File: src/mc_params.svh
`ifndef MC_PARAMS_SVH
`define MC_PARAMS_SVH

// data word carried in requests and returns
`define MC_DATA_WIDTH 32

// mesh coordinates
`define MC_X_CORD_WIDTH 2
`define MC_Y_CORD_WIDTH 2

// destination register of a load
`define MC_REG_ID_WIDTH 5

// word address inside one endpoint, 16 words
`define MC_EP_ADDR_WIDTH 4

// endpoints along the row, endpoint i sits at x = base + i
`define MC_NUM_EP 3
`define MC_EP_X_BASE 1

// y coordinate shared by every node of the row
`define MC_ROW_Y 1

// credits on the forward and the reverse link
`define MC_LINK_CREDITS 4

`endif

File: src/core_complex_pkg.sv
`include "mc_params.svh"

package core_complex_pkg;

  // request opcode
  typedef enum logic
  {
    MC_OP_STORE = 1'b0,
    MC_OP_LOAD  = 1'b1
  } mc_op_e;

  // load view of the payload word
  typedef struct packed
  {
    logic [`MC_DATA_WIDTH-`MC_REG_ID_WIDTH-1:0] pad;
    logic [`MC_REG_ID_WIDTH-1:0]                reg_id;
  } mc_load_info_s;

  // store data or load info, chosen by op
  typedef union packed
  {
    logic [`MC_DATA_WIDTH-1:0] data;
    mc_load_info_s             load_info;
  } mc_payload_u;

  // host to row request
  typedef struct packed
  {
    mc_op_e                       op;
    logic [`MC_EP_ADDR_WIDTH-1:0] addr;
    mc_payload_u                  payload;
    logic [`MC_X_CORD_WIDTH-1:0]  src_x;
    logic [`MC_Y_CORD_WIDTH-1:0]  src_y;
    logic [`MC_X_CORD_WIDTH-1:0]  dst_x;
    logic [`MC_Y_CORD_WIDTH-1:0]  dst_y;
  } mc_fwd_pkt_s;

  // kind of return packet
  typedef enum logic
  {
    MC_REV_STORE_CREDIT = 1'b0,
    MC_REV_LOAD_DATA    = 1'b1
  } mc_rev_type_e;

  // row to host return, dst is the source of the request
  typedef struct packed
  {
    mc_rev_type_e                pkt_type;
    logic [`MC_REG_ID_WIDTH-1:0] reg_id;
    logic [`MC_DATA_WIDTH-1:0]   data;
    logic [`MC_X_CORD_WIDTH-1:0] src_x;
    logic [`MC_X_CORD_WIDTH-1:0] dst_x;
    logic [`MC_Y_CORD_WIDTH-1:0] dst_y;
  } mc_rev_pkt_s;

endpackage

File: src/core_complex.sv
`timescale 1ns/1ps
`include "mc_params.svh"

module core_complex
  import core_complex_pkg::*;
  (input                clk_i
  ,input                arst_n_i

  ,input                fwd_v_i
  ,input  mc_fwd_pkt_s  fwd_data_i
  ,output logic         fwd_token_o

  ,output logic         rev_v_o
  ,output mc_rev_pkt_s  rev_data_o
  ,input                rev_token_i
  );

  // receiver to router
  logic        req_v, req_ready;
  mc_fwd_pkt_s req_pkt;

  // router to endpoints
  logic [`MC_NUM_EP-1:0] ep_v, ep_ready;
  mc_fwd_pkt_s           ep_pkt;

  // endpoints to return arbiter
  logic        [`MC_NUM_EP-1:0] ret_v, ret_grant;
  mc_rev_pkt_s [`MC_NUM_EP-1:0] ret_pkt;

  mc_link_rx link_rx
  (.clk_i      (clk_i      )
  ,.arst_n_i   (arst_n_i   )
  ,.fwd_v_i    (fwd_v_i    )
  ,.fwd_data_i (fwd_data_i )
  ,.fwd_token_o(fwd_token_o)
  ,.req_v_o    (req_v      )
  ,.req_pkt_o  (req_pkt    )
  ,.req_ready_i(req_ready  )
  );

  mc_router router
  (.req_v_i    (req_v    )
  ,.req_pkt_i  (req_pkt  )
  ,.req_ready_o(req_ready)
  ,.ep_v_o     (ep_v     )
  ,.ep_pkt_o   (ep_pkt   )
  ,.ep_ready_i (ep_ready )
  );

  // west halfpod, tile and east halfpod reduced to scratchpad nodes
  for (genvar i = 0; i < `MC_NUM_EP; i++)
  begin: ep
    mc_endpoint
      #(.ep_x_p(`MC_EP_X_BASE + i))
    node
    (.clk_i      (clk_i       )
    ,.arst_n_i   (arst_n_i    )
    ,.req_v_i    (ep_v     [i])
    ,.req_pkt_i  (ep_pkt      )
    ,.req_ready_o(ep_ready [i])
    ,.ret_v_o    (ret_v    [i])
    ,.ret_pkt_o  (ret_pkt  [i])
    ,.ret_grant_i(ret_grant[i])
    );
  end

  mc_return_arbiter return_arb
  (.clk_i      (clk_i      )
  ,.arst_n_i   (arst_n_i   )
  ,.ret_v_i    (ret_v      )
  ,.ret_pkt_i  (ret_pkt    )
  ,.ret_grant_o(ret_grant  )
  ,.rev_v_o    (rev_v_o    )
  ,.rev_data_o (rev_data_o )
  ,.rev_token_i(rev_token_i)
  );

endmodule

File: src/mc_endpoint.sv
`timescale 1ns/1ps
`include "mc_params.svh"

module mc_endpoint
  import core_complex_pkg::*;
  #(parameter int ep_x_p = `MC_EP_X_BASE)
  (input                clk_i
  ,input                arst_n_i

  ,input                req_v_i
  ,input  mc_fwd_pkt_s  req_pkt_i
  ,output logic         req_ready_o

  ,output logic         ret_v_o
  ,output mc_rev_pkt_s  ret_pkt_o
  ,input                ret_grant_i
  );

  localparam int words_lp = 2**`MC_EP_ADDR_WIDTH;

  logic [`MC_DATA_WIDTH-1:0] mem_r [words_lp];
  logic                      ret_v_r;
  mc_rev_pkt_s               ret_pkt_r;
  mc_rev_pkt_s               ret_next;
  logic                      accept;
  logic                      is_store;

  // slot frees up in the same cycle it is granted
  assign req_ready_o = ~ret_v_r | ret_grant_i;
  assign accept      = req_v_i & req_ready_o;
  assign is_store    = (req_pkt_i.op == MC_OP_STORE);

  assign ret_v_o   = ret_v_r;
  assign ret_pkt_o = ret_pkt_r;

  // return goes back to whoever sent the request
  always_comb
  begin
    ret_next       = '0;
    ret_next.src_x = `MC_X_CORD_WIDTH'(ep_x_p);
    ret_next.dst_x = req_pkt_i.src_x;
    ret_next.dst_y = req_pkt_i.src_y;
    if (is_store)
    begin
      ret_next.pkt_type = MC_REV_STORE_CREDIT;
    end
    else
    begin
      ret_next.pkt_type = MC_REV_LOAD_DATA;
      ret_next.reg_id   = req_pkt_i.payload.load_info.reg_id;
      ret_next.data     = mem_r[req_pkt_i.addr];
    end
  end

  always_ff @(posedge clk_i or negedge arst_n_i)
  begin
    if (!arst_n_i)
    begin
      for (int i = 0; i < words_lp; i++)
      begin
        mem_r[i] <= '0;
      end
    end
    else if (accept && is_store)
    begin
      mem_r[req_pkt_i.addr] <= req_pkt_i.payload.data;
    end
  end

  always_ff @(posedge clk_i or negedge arst_n_i)
  begin
    if (!arst_n_i)
    begin
      ret_v_r <= 1'b0;
    end
    else if (accept)
    begin
      ret_v_r <= 1'b1;
    end
    else if (ret_grant_i)
    begin
      ret_v_r <= 1'b0;
    end
  end

  always_ff @(posedge clk_i)
  begin
    if (accept)
    begin
      ret_pkt_r <= ret_next;
    end
  end

endmodule

File: src/mc_link_rx.sv
`timescale 1ns/1ps
`include "mc_params.svh"

module mc_link_rx
  import core_complex_pkg::*;
  (input                clk_i
  ,input                arst_n_i

  ,input                fwd_v_i
  ,input  mc_fwd_pkt_s  fwd_data_i
  ,output logic         fwd_token_o

  ,output logic         req_v_o
  ,output mc_fwd_pkt_s  req_pkt_o
  ,input                req_ready_i
  );

  localparam int depth_lp     = `MC_LINK_CREDITS;
  localparam int ptr_width_lp = $clog2(depth_lp);
  localparam int cnt_width_lp = $clog2(depth_lp+1);

  mc_fwd_pkt_s             fifo_mem [depth_lp];
  logic [ptr_width_lp-1:0] wr_ptr_r, rd_ptr_r;
  logic [cnt_width_lp-1:0] count_r;
  logic                    token_r;
  logic                    push, pop;

  // host never sends without a credit, so the fifo cannot overflow
  assign push = fwd_v_i;

  assign req_v_o   = (count_r != '0);
  assign req_pkt_o = fifo_mem[rd_ptr_r];
  assign pop       = req_v_o & req_ready_i;

  // each freed entry goes back to the host as one token cycle
  assign fwd_token_o = token_r;

  always_ff @(posedge clk_i or negedge arst_n_i)
  begin
    if (!arst_n_i)
    begin
      wr_ptr_r <= '0;
      rd_ptr_r <= '0;
      count_r  <= '0;
      token_r  <= 1'b0;
    end
    else
    begin
      if (push)
      begin
        wr_ptr_r <= (wr_ptr_r == ptr_width_lp'(depth_lp-1)) ? '0 : wr_ptr_r + 1'b1;
      end
      if (pop)
      begin
        rd_ptr_r <= (rd_ptr_r == ptr_width_lp'(depth_lp-1)) ? '0 : rd_ptr_r + 1'b1;
      end
      count_r <= count_r + cnt_width_lp'(push) - cnt_width_lp'(pop);
      token_r <= pop;
    end
  end

  always_ff @(posedge clk_i)
  begin
    if (push)
    begin
      fifo_mem[wr_ptr_r] <= fwd_data_i;
    end
  end

endmodule

File: src/mc_return_arbiter.sv
`timescale 1ns/1ps
`include "mc_params.svh"

module mc_return_arbiter
  import core_complex_pkg::*;
  (input                                  clk_i
  ,input                                  arst_n_i

  ,input        [`MC_NUM_EP-1:0]          ret_v_i
  ,input  mc_rev_pkt_s [`MC_NUM_EP-1:0]   ret_pkt_i
  ,output logic [`MC_NUM_EP-1:0]          ret_grant_o

  ,output logic                           rev_v_o
  ,output mc_rev_pkt_s                    rev_data_o
  ,input                                  rev_token_i
  );

  localparam int num_ep_lp       = `MC_NUM_EP;
  localparam int idx_width_lp    = (num_ep_lp > 1) ? $clog2(num_ep_lp) : 1;
  localparam int credit_width_lp = $clog2(`MC_LINK_CREDITS+1);

  logic [idx_width_lp-1:0]    last_r;
  logic [idx_width_lp-1:0]    grant_idx;
  logic [num_ep_lp-1:0]       grant;
  logic [credit_width_lp-1:0] credit_r;
  logic                       send;
  logic                       rev_v_r;
  mc_rev_pkt_s                rev_data_r;

  // search starts at the endpoint after the last one granted
  always_comb
  begin
    int idx;
    logic found;
    grant     = '0;
    grant_idx = last_r;
    found     = 1'b0;
    for (int k = 1; k <= num_ep_lp; k++)
    begin
      idx = (int'(last_r) + k) % num_ep_lp;
      if (!found && (credit_r != '0) && ret_v_i[idx])
      begin
        found      = 1'b1;
        grant[idx] = 1'b1;
        grant_idx  = idx_width_lp'(idx);
      end
    end
  end

  assign send        = |grant;
  assign ret_grant_o = grant;
  assign rev_v_o     = rev_v_r;
  assign rev_data_o  = rev_data_r;

  always_ff @(posedge clk_i or negedge arst_n_i)
  begin
    if (!arst_n_i)
    begin
      last_r   <= idx_width_lp'(num_ep_lp-1);
      credit_r <= credit_width_lp'(`MC_LINK_CREDITS);
      rev_v_r  <= 1'b0;
    end
    else
    begin
      if (send)
      begin
        last_r <= grant_idx;
      end
      // host token and a send in one cycle cancel out
      credit_r <= credit_r - credit_width_lp'(send) + credit_width_lp'(rev_token_i);
      rev_v_r  <= send;
    end
  end

  always_ff @(posedge clk_i)
  begin
    if (send)
    begin
      rev_data_r <= ret_pkt_i[grant_idx];
    end
  end

endmodule

File: src/mc_router.sv
`timescale 1ns/1ps
`include "mc_params.svh"

module mc_router
  import core_complex_pkg::*;
  (input                          req_v_i
  ,input  mc_fwd_pkt_s            req_pkt_i
  ,output logic                   req_ready_o

  ,output logic [`MC_NUM_EP-1:0]  ep_v_o
  ,output mc_fwd_pkt_s            ep_pkt_o
  ,input        [`MC_NUM_EP-1:0]  ep_ready_i
  );

  logic                  row_hit;
  logic [`MC_NUM_EP-1:0] ep_sel;

  assign row_hit = (req_pkt_i.dst_y == `MC_Y_CORD_WIDTH'(`MC_ROW_Y));

  // one-hot match of dst_x against the endpoint map
  always_comb
  begin
    ep_sel = '0;
    for (int i = 0; i < `MC_NUM_EP; i++)
    begin
      ep_sel[i] = row_hit && (req_pkt_i.dst_x == `MC_X_CORD_WIDTH'(`MC_EP_X_BASE + i));
    end
  end

  assign ep_v_o   = ep_sel & {`MC_NUM_EP{req_v_i}};
  assign ep_pkt_o = req_pkt_i;

  // stray packets are always accepted and silently dropped,
  // the receiver still hands their token back
  assign req_ready_o = (|ep_sel) ? |(ep_sel & ep_ready_i) : 1'b1;

endmodule

File: config.mk
export PLATFORM = sky130hd
export DESIGN_NAME = core_complex
export DESIGN_NICKNAME = d
export VERILOG_FILES = /design/src/core_complex_pkg.sv /design/src/core_complex.sv /design/src/mc_endpoint.sv /design/src/mc_link_rx.sv /design/src/mc_return_arbiter.sv /design/src/mc_router.sv
export VERILOG_INCLUDE_DIRS = /design/src
export SDC_FILE = /design/constraint.sdc
export NUM_CORES = 2
export LEC_CHECK = 0
export BUFFER_PORTS_ARGS = -buffer_cell sky130_fd_sc_hd__buf_2
export CORE_ASPECT_RATIO = 0.5
export CORE_MARGIN = 4
export CORE_UTILIZATION = 47
export CTS_CLUSTER_SIZE = 28
export DETAILED_ROUTE_END_ITERATION = 10
export GPL_ROUTABILITY_DRIVEN = 0
export SLEW_MARGIN = 5
export SYNTH_ARGS = -nofsm -noshare
export SYNTH_HDL_FRONTEND = slang
export SYNTH_SLANG_ARGS = --single-unit
File: constraint.sdc
create_clock -name clk_i -period 6.1 [get_ports clk_i]
set_input_delay 0.61 -clock clk_i [delete_from_list [all_inputs] [get_ports clk_i]]
set_output_delay 0.61 -clock clk_i [all_outputs]
set_load 0.03 [all_outputs]
After elaboration in Yosys (flattened, before gate mapping)
Memories as Yosys holds them, arrays and structs flattened.
Cells that the tools add are included.
{"block": "op_classes", "addsub": 9, "n_div": 3, "magnitude_cmp": 9, "eq_ne": 6, "n_mux": 51, "bitwise_logic": 16, "n_reduce_logical": 25}
{"operator": "bitwise mux 512 bit", "count": 3}
{"operator": "binary-select mux 32 bit (select 4 bit)", "count": 3}
{"operator": "2-to-1 mux 32 bit", "count": 7}
{"operator": "demux 32 bit (select 4 bit)", "count": 1}
{"operator": ">= comparator 32 x 1 -> 1 bit (second input constant)", "count": 3}
{"operator": "less-than comparator 32 x 4 -> 1 bit (second input constant)", "count": 3}
{"operator": "modulo 32 x 3 -> 32 bit (second input constant)", "count": 3}
{"operator": "binary-select mux 44 bit (select 2 bit)", "count": 1}
{"operator": "2-to-1 mux 44 bit", "count": 1}
{"operator": "2-to-1 mux 1 bit", "count": 21}
{"operator": "logical AND 1 bit", "count": 15}
{"operator": "2-to-1 mux 2 bit", "count": 5}
{"operator": "2-to-1 mux 3 bit", "count": 3}
{"operator": "OR reduction 3 bit", "count": 3}
{"operator": "equality test 2 bit (second input constant)", "count": 4}
{"operator": "adder 2 x 2 -> 3 bit (second input constant)", "count": 2}
{"operator": "adder 3 x 1 -> 3 bit", "count": 2}
{"operator": "bitwise AND 3 bit", "count": 2}
{"operator": "binary-select mux 1 bit (select 2 bit)", "count": 3}
{"operator": "demux 1 bit (select 2 bit)", "count": 3}
{"operator": "bitwise OR 3 bit", "count": 2}
{"operator": "nonzero test 2 bit", "count": 3}
{"operator": "nonzero test 3 bit", "count": 2}
{"operator": "subtractor 3 x 1 -> 3 bit", "count": 2}
{"operator": "other kinds (11)", "count": 22}
{"block": "totals", "regBits": 1723, "ram_bits": 180, "output_inout_bits": 46, "elab_cells": 199, "n_memories": 1}
{"name": "link_rx.fifo_mem", "depth": 4, "word_bits": 45, "rd": 1, "rd_clocked_by_memory_dff": 0, "wr": 1, "line_no": "mc_link_rx.sv:22", "rtl": "mc_fwd_pkt_s fifo_mem [depth_lp];"}

Depth between registers and ports, before layout
{"block": "logic_depth", "word_depth": 21, "mapped_depth": 19}

Hierarchy
A second synthesis with hierarchy kept.
{"block": "hier_totals", "hier_cells": 5267, "hier_area_um2": 84131.9}
{"module": "mc_endpoint (ep[0].node ...)", "instances": 2, "cells_per_inst": 1573, "area_each_um2": 24601.1}
{"module": "mc_endpoint (ep[2].node)", "instances": 1, "cells_per_inst": 1572, "area_each_um2": 24597.3}
{"module": "mc_link_rx", "instances": 1, "cells_per_inst": 273, "area_each_um2": 6935.4}
{"module": "mc_return_arbiter", "instances": 1, "cells_per_inst": 223, "area_each_um2": 2982.9}
{"module": "mc_router", "instances": 1, "cells_per_inst": 53, "area_each_um2": 414.1}

Worst setup path before layout
No wires, ideal clock.
{"block": "synth_path", "kind": "reg2reg", "start": "register return_arb.last_r[1]", "end": "register return_arb.credit_r[1]", "setup_ns": 0.136, "arrival_ns": 5.232, "required_time_ns": 5.964, "setup_slack_ns": 0.733, "stages_incl_launch_ff": 13, "path_buffers": 1, "synth_period_minus_slack_ns": 5.367, "cell_sequence": "dfstp_2 > inv_1 > ha_1 > buf_2 > mux2i_1 > a2bb2oi_1 > and2_1 > o21ai_0 > a31oi_1 > ha_1 > inv_1 > ha_1 > fa_1"}
{"block": "synth_via", "elab_chain_len": 18, "word_cells_on_any_way": 47, "classes_between": "5 x add/sub; 3 x div; 6 x order compare; 20 x mux; 2 x bitwise; 11 x reduce/logical"}
{"element": "start, declared", "line_no": "mc_return_arbiter.sv:22", "rtl": "logic [idx_width_lp-1:0] last_r;"}
{"element": "start signal, assigned", "line_no": "mc_return_arbiter.sv:59", "rtl": "last_r <= idx_width_lp'(num_ep_lp-1);"}
{"element": "start signal, assigned", "line_no": "mc_return_arbiter.sv:67", "rtl": "last_r <= grant_idx;"}
{"element": "parallel branches: the longest is 14 deep, another holds modulo 32 x 3 -> 32 bit"}
{"element": "2-to-1 mux 3 bit (*)", "line_no": "mc_return_arbiter.sv:41", "rtl": "if (!found && (credit_r != '0) && ret_v_i[idx])"}
{"element": "OR reduction 3 bit (*)", "line_no": "mc_return_arbiter.sv:50", "rtl": "assign send = |grant;"}
{"element": "net return_arb.send", "line_no": "mc_return_arbiter.sv:26", "rtl": "logic send;"}
{"element": "subtractor 3 x 1 -> 3 bit (*)", "line_no": "mc_return_arbiter.sv:70", "rtl": "credit_r <= credit_r - credit_width_lp'(send) + credit_width_lp'(rev_token_i);"}
{"element": "adder 3 x 1 -> 3 bit (*)", "line_no": "mc_return_arbiter.sv:70"}
{"element": "end signal, assigned", "line_no": "mc_return_arbiter.sv:60", "rtl": "credit_r <= credit_width_lp'(`MC_LINK_CREDITS);"}
{"element": "end signal, assigned", "line_no": "mc_return_arbiter.sv:70"}
{"element": "end, declared", "line_no": "mc_return_arbiter.sv:25", "rtl": "logic [credit_width_lp-1:0] credit_r;"}
Mark *: on every way through the listed nets, which the timed path passes. The select of a mux whose other input is x is not followed.
A chain may end at the register's enable or synchronous reset.

Worst setup path in the final report
{"block": "layout_path", "start": "register return_arb.last_r[1]", "end": "register link_rx.count_r[2]"}
{"block": "layout_via", "elab_chain_len": 21, "word_cells_on_any_way": 52, "classes_between": "4 x add/sub; 3 x div; 6 x order compare; 21 x mux; 7 x bitwise; 11 x reduce/logical"}
{"element": "parallel branches: the longest is 14 deep, another holds modulo 32 x 3 -> 32 bit"}
{"element": "2-to-1 mux 3 bit (*)", "line_no": "mc_return_arbiter.sv:41"}
{"element": "bitwise OR 1 bit", "line_no": "mc_endpoint.sv:29", "rtl": "assign req_ready_o = ~ret_v_r | ret_grant_i;"}
{"element": "bitwise AND 3 bit (*)", "line_no": "mc_router.sv:35", "rtl": "assign req_ready_o = (|ep_sel) ? |(ep_sel & ep_ready_i) : 1'b1;"}
{"element": "OR reduction 3 bit (*)", "line_no": "mc_router.sv:35"}
{"element": "2-to-1 mux 1 bit (*)", "line_no": "mc_router.sv:35"}
{"element": "bitwise AND 1 bit (*)", "line_no": "mc_link_rx.sv:33", "rtl": "assign pop = req_v_o & req_ready_i;"}
{"element": "net link_rx.pop", "line_no": "mc_link_rx.sv:26", "rtl": "logic push, pop;"}
{"element": "subtractor 3 x 1 -> 3 bit (*)", "line_no": "mc_link_rx.sv:57", "rtl": "count_r <= count_r + cnt_width_lp'(push) - cnt_width_lp'(pop);"}
{"element": "end signal, assigned", "line_no": "mc_link_rx.sv:57"}
{"element": "end, declared", "line_no": "mc_link_rx.sv:24", "rtl": "logic [cnt_width_lp-1:0] count_r;"}
Marked as above.

==> reports/metrics.cfg <==
[detailed_routing]
vias=47490
drt-total-wl_um=221800
drtAntennaViolNets=0
dr.first_iter.drc_count=4381
wl_per_cell_um=27.96
drc=0
dr.pass1.iters=8
via_per_inst=5.987

[floorplanning]
io_pins=95
fp.dieH_um=304.8
core.rowCount=108
fp.coreArea_um2=174300
design.die.area_um2=183400
start_util_pct=47.51
die_w_um=601.6

[power]
comb_power_share_pct=35.7
power_frac_clock_pct=25.6
sw_frac_of_total_pct=36.09
p_leak_nw=41.03
power_mw=45.18
power_frac_seq_pct=38.8
vdd_ir_drop_max_mv=0.4731
p_switching_mw=16.31
internal_power_mw=28.88
power.density_nw_per_um2=490.6

[worst_setup_path]
reg2reg_from=return_arb.last_r[1]
timing.critical_path.mode_cell=inv_1
worstSetupPathType=reg -> reg
critical_path.slowest_cell=dfstp_2
cp-end-kind=flip-flop
worstPathArrival_ns=5.50
reg2reg_to=link_rx.count_r[2]
r2r_slack_ns=1.33
cp_max_fo=17
slowest_delay_ns=0.57
r2r_cells=17
cp-start-kind=flip-flop
cp_data_required_time_ns=6.83
startpoint=return_arb.last_r[1]
path_cells=inv_1 > ha_1 > mux2i_1 > a2bb2oi_1 > o31ai_1 > a31oi_1 > nand3b_4 > inv_2 > a211oi_2 > inv_1 > ha_1 > inv_1 > ha_1 > inv_1 > fa_1 > xnor2_1 > xnor2_1

[layout]
multi_input_comb_area_um2=31320
fin_nets=5539
final_common_cell=dfrtp_1
fillers=14170
drive_above_1_share_pct=37.01
syn2layout_area_growth_pct=11.21
seq_area_um2=49380
layout_common_cells=dfrtp_1, mux2_2, nand2_1, o21ai_0, mux4_2

[sta]
max_slew_margin_pct=12.14
max_freq_ghz=0.2096
fin_crit_sh_pct=78.21
drv_slew=0
fin_tns_setup_ns=0
postLayoutSetupSlackWorst_ns=1.329
period_minus_slack_ns=4.771
hold_violations=0
hold_ws_ns=0.06398
max_slew.worst_pin.slew_ns=1.304
finalSetupViolCount=0
rsz0062_at_grt=false
fin_worst_skew_ns=0.02946

[cts]
cts_tree=done
cts-root-buf=clkbuf_16
cts_sinks=1903
clkTransAtPathRegs_ns=0.07
clk_latency_ns=0.82
cts_buffers=181
htreeDepth=4
post_cts_buffers=0
cts_hold_buf=41
cts_max_path_buffers=4
ctsResizeCount=0

[run]
maxCapViolations=0

[synth]
synth_nets=5556
netlist_area_um2=82820
synth_ff_type=dfrtp_1
ys_seq_area_share_pct=59.62
synth_edf_count=350
syn_inst=5492
yosys_warnings=0
async_flop_share_pct=81.61
synth.distinct_cells=60
ys_seq_elements=1903
avgSynthCellArea_um2=15.08

[placement]
portBuffers=94
place_ws_ns=1.434
place_hpwl_um=126300

[grt]
grt_pass1_wl_um=331900
grt_remaining_overflow=0
grt_pass1_vias=50180
antenna_found_initial=12
grt_max_degree=164
track_usage_pct=24.26

[worst_hold_path]
min_to=link_rx.fifo_mem[3][9]
whs_path_depth=1
hp-start=fwd_data_i[9]
min_path_type=in -> reg

[run_status]
status=complete, no violations

-- stage by stage --
stage	util, %	area, um2	std cells
3_3_place_gp	49.13	85640	7561
5_1_grt	52.83	92090	7927
6_report	52.84	92100	7932
2_1_floorplan	-	82820	5492
4_1_cts	52.83	92090	7927
3_5_place_dp	49.13	85640	7561
-- per-layer routing --
metal | vias to the layer above | GRT usage [%] | part of all wire [%]
li1 | 20200 | - | -
met1 | 25570 | 35.17 | 45
met2 | 1370 | 37.25 | 46
met3 | 345 | 5.371 | 6.9
met4 | 4 | 6.475 | 2.7
met5 | - | 0 | 0.012
-- cell type report --
cell class                      count  area share, %
Antenna cell                        5        0.01358
Sequential cell                  1903          53.62
Inverter                           22        0.08966
Timing Repair Buffer              293          2.573
Multi-Input combinational cell   3074          34.01
Clock inverter                     65         0.8124
Clock buffer                      260          5.749
Tap cell                         2310          3.138
-- synth_stat cells, types with 2 or more instances --
cell type / count / area [um2]
ha_1: 13 / 162.7
buf_2: 101 / 505.5
a21o_1: 3 / 22.52
o2bb2ai_1: 43 / 376.6
buf_1: 26 / 97.59
xnor2_1: 5 / 43.79
mux2_2: 1085 / 12220
edfxtp_1: 350 / 10510
nor2_2: 19 / 118.9
fa_1: 2 / 40.04
buf_6: 18 / 202.7
clkbuf_1: 301 / 1130
buf_4: 47 / 352.8
dfrtp_1: 1551 / 38810
and3b_1: 2 / 17.52
nor2_1: 15 / 56.30
mux2_1: 71 / 799.5
nor2b_1: 4 / 25.02
and2_1: 13 / 81.33
nor2_4: 9 / 101.4
nand2_1: 474 / 1779
o21a_1: 34 / 255.2
o31ai_1: 2 / 15.01
nand4_1: 10 / 62.56
o22ai_1: 96 / 600.6
a21oi_1: 8 / 40.04
a311oi_1: 2 / 17.52
nand3_1: 2 / 10.01
mux4_2: 395 / 8896
a31oi_1: 3 / 18.77
nand2b_1: 7 / 43.79
o21ai_0: 458 / 2292
mux2i_1: 270 / 2703
inv_1: 21 / 78.83
nand4_2: 3 / 37.54
nor3_1: 3 / 15.01
dfstp_2: 2 / 52.55
a211oi_1: 2 / 15.01
-- cells by family after synthesis --
| group | count (synthesis) | share of synthesized area (%) |
|---|---|---|
| fa+ha+maj | 15 | 0.2448 |
| xor+xnor | 5 | 0.05288 |
| simple gates | 571 | 2.969 |
| compound gates | 662 | 4.528 |
| buf+inv | 515 | 2.863 |
| mux | 1821 | 29.72 |
| flops | 1903 | 59.62 |
-- power groups by stage --
stage / Clock (mW) / Sequential, mW / Combinational, mW
6_report: 11.6 / 17.5 / 16.1
5_1_grt: 12.4 / 17.8 / 17.2
4_1_cts: 11.8 / 17.5 / 16.1
3_5_place_dp: 0 / 17.8 / 16.1
3_3_place_gp: 0 / 17.5 / 15.8
2_1_floorplan: 0 / 17.5 / 10.7
-- state kept, by name (all words and copies together) (netlist names) --
signal and cells:
link_rx.fifo_mem 180, return_arb.last_r 2, return_arb.rev_data_o 44, link_rx.fwd_token_o 1, ep.node.mem_r 1536, return_arb.credit_r 3
link_rx.count_r 3, ep.node.ret_pkt_o 126, link_rx.wr_ptr_r 2, return_arb.rev_v_o 1, ep.node.ret_v_o 3, link_rx.rd_ptr_r 2
-- worst max-delay path, delay by kind of cell, from the launching register on --
kind	cells	cell delay [ns]
xor+xnor	2	0.32
buf+inv	5	0.48
flops	1	0.57
simple gates	1	0.52
fa+ha+maj	4	1.14
compound gates	4	1.34
mux	1	0.30
-- how the worst max path moves through the flow --
stage	to	slack [ns]	cells past startpoint
after floorplan	return_arb.credit_r[1]	0.73	12
after global routing	link_rx.count_r[2]	1.08	17
after global placement	link_rx.count_r[2]	1.50	17
after CTS	link_rx.count_r[2]	1.41	17
final	link_rx.count_r[2]	1.33	17
after detailed placement	link_rx.count_r[2]	1.43	17
Power figures use the tool's default switching activity.
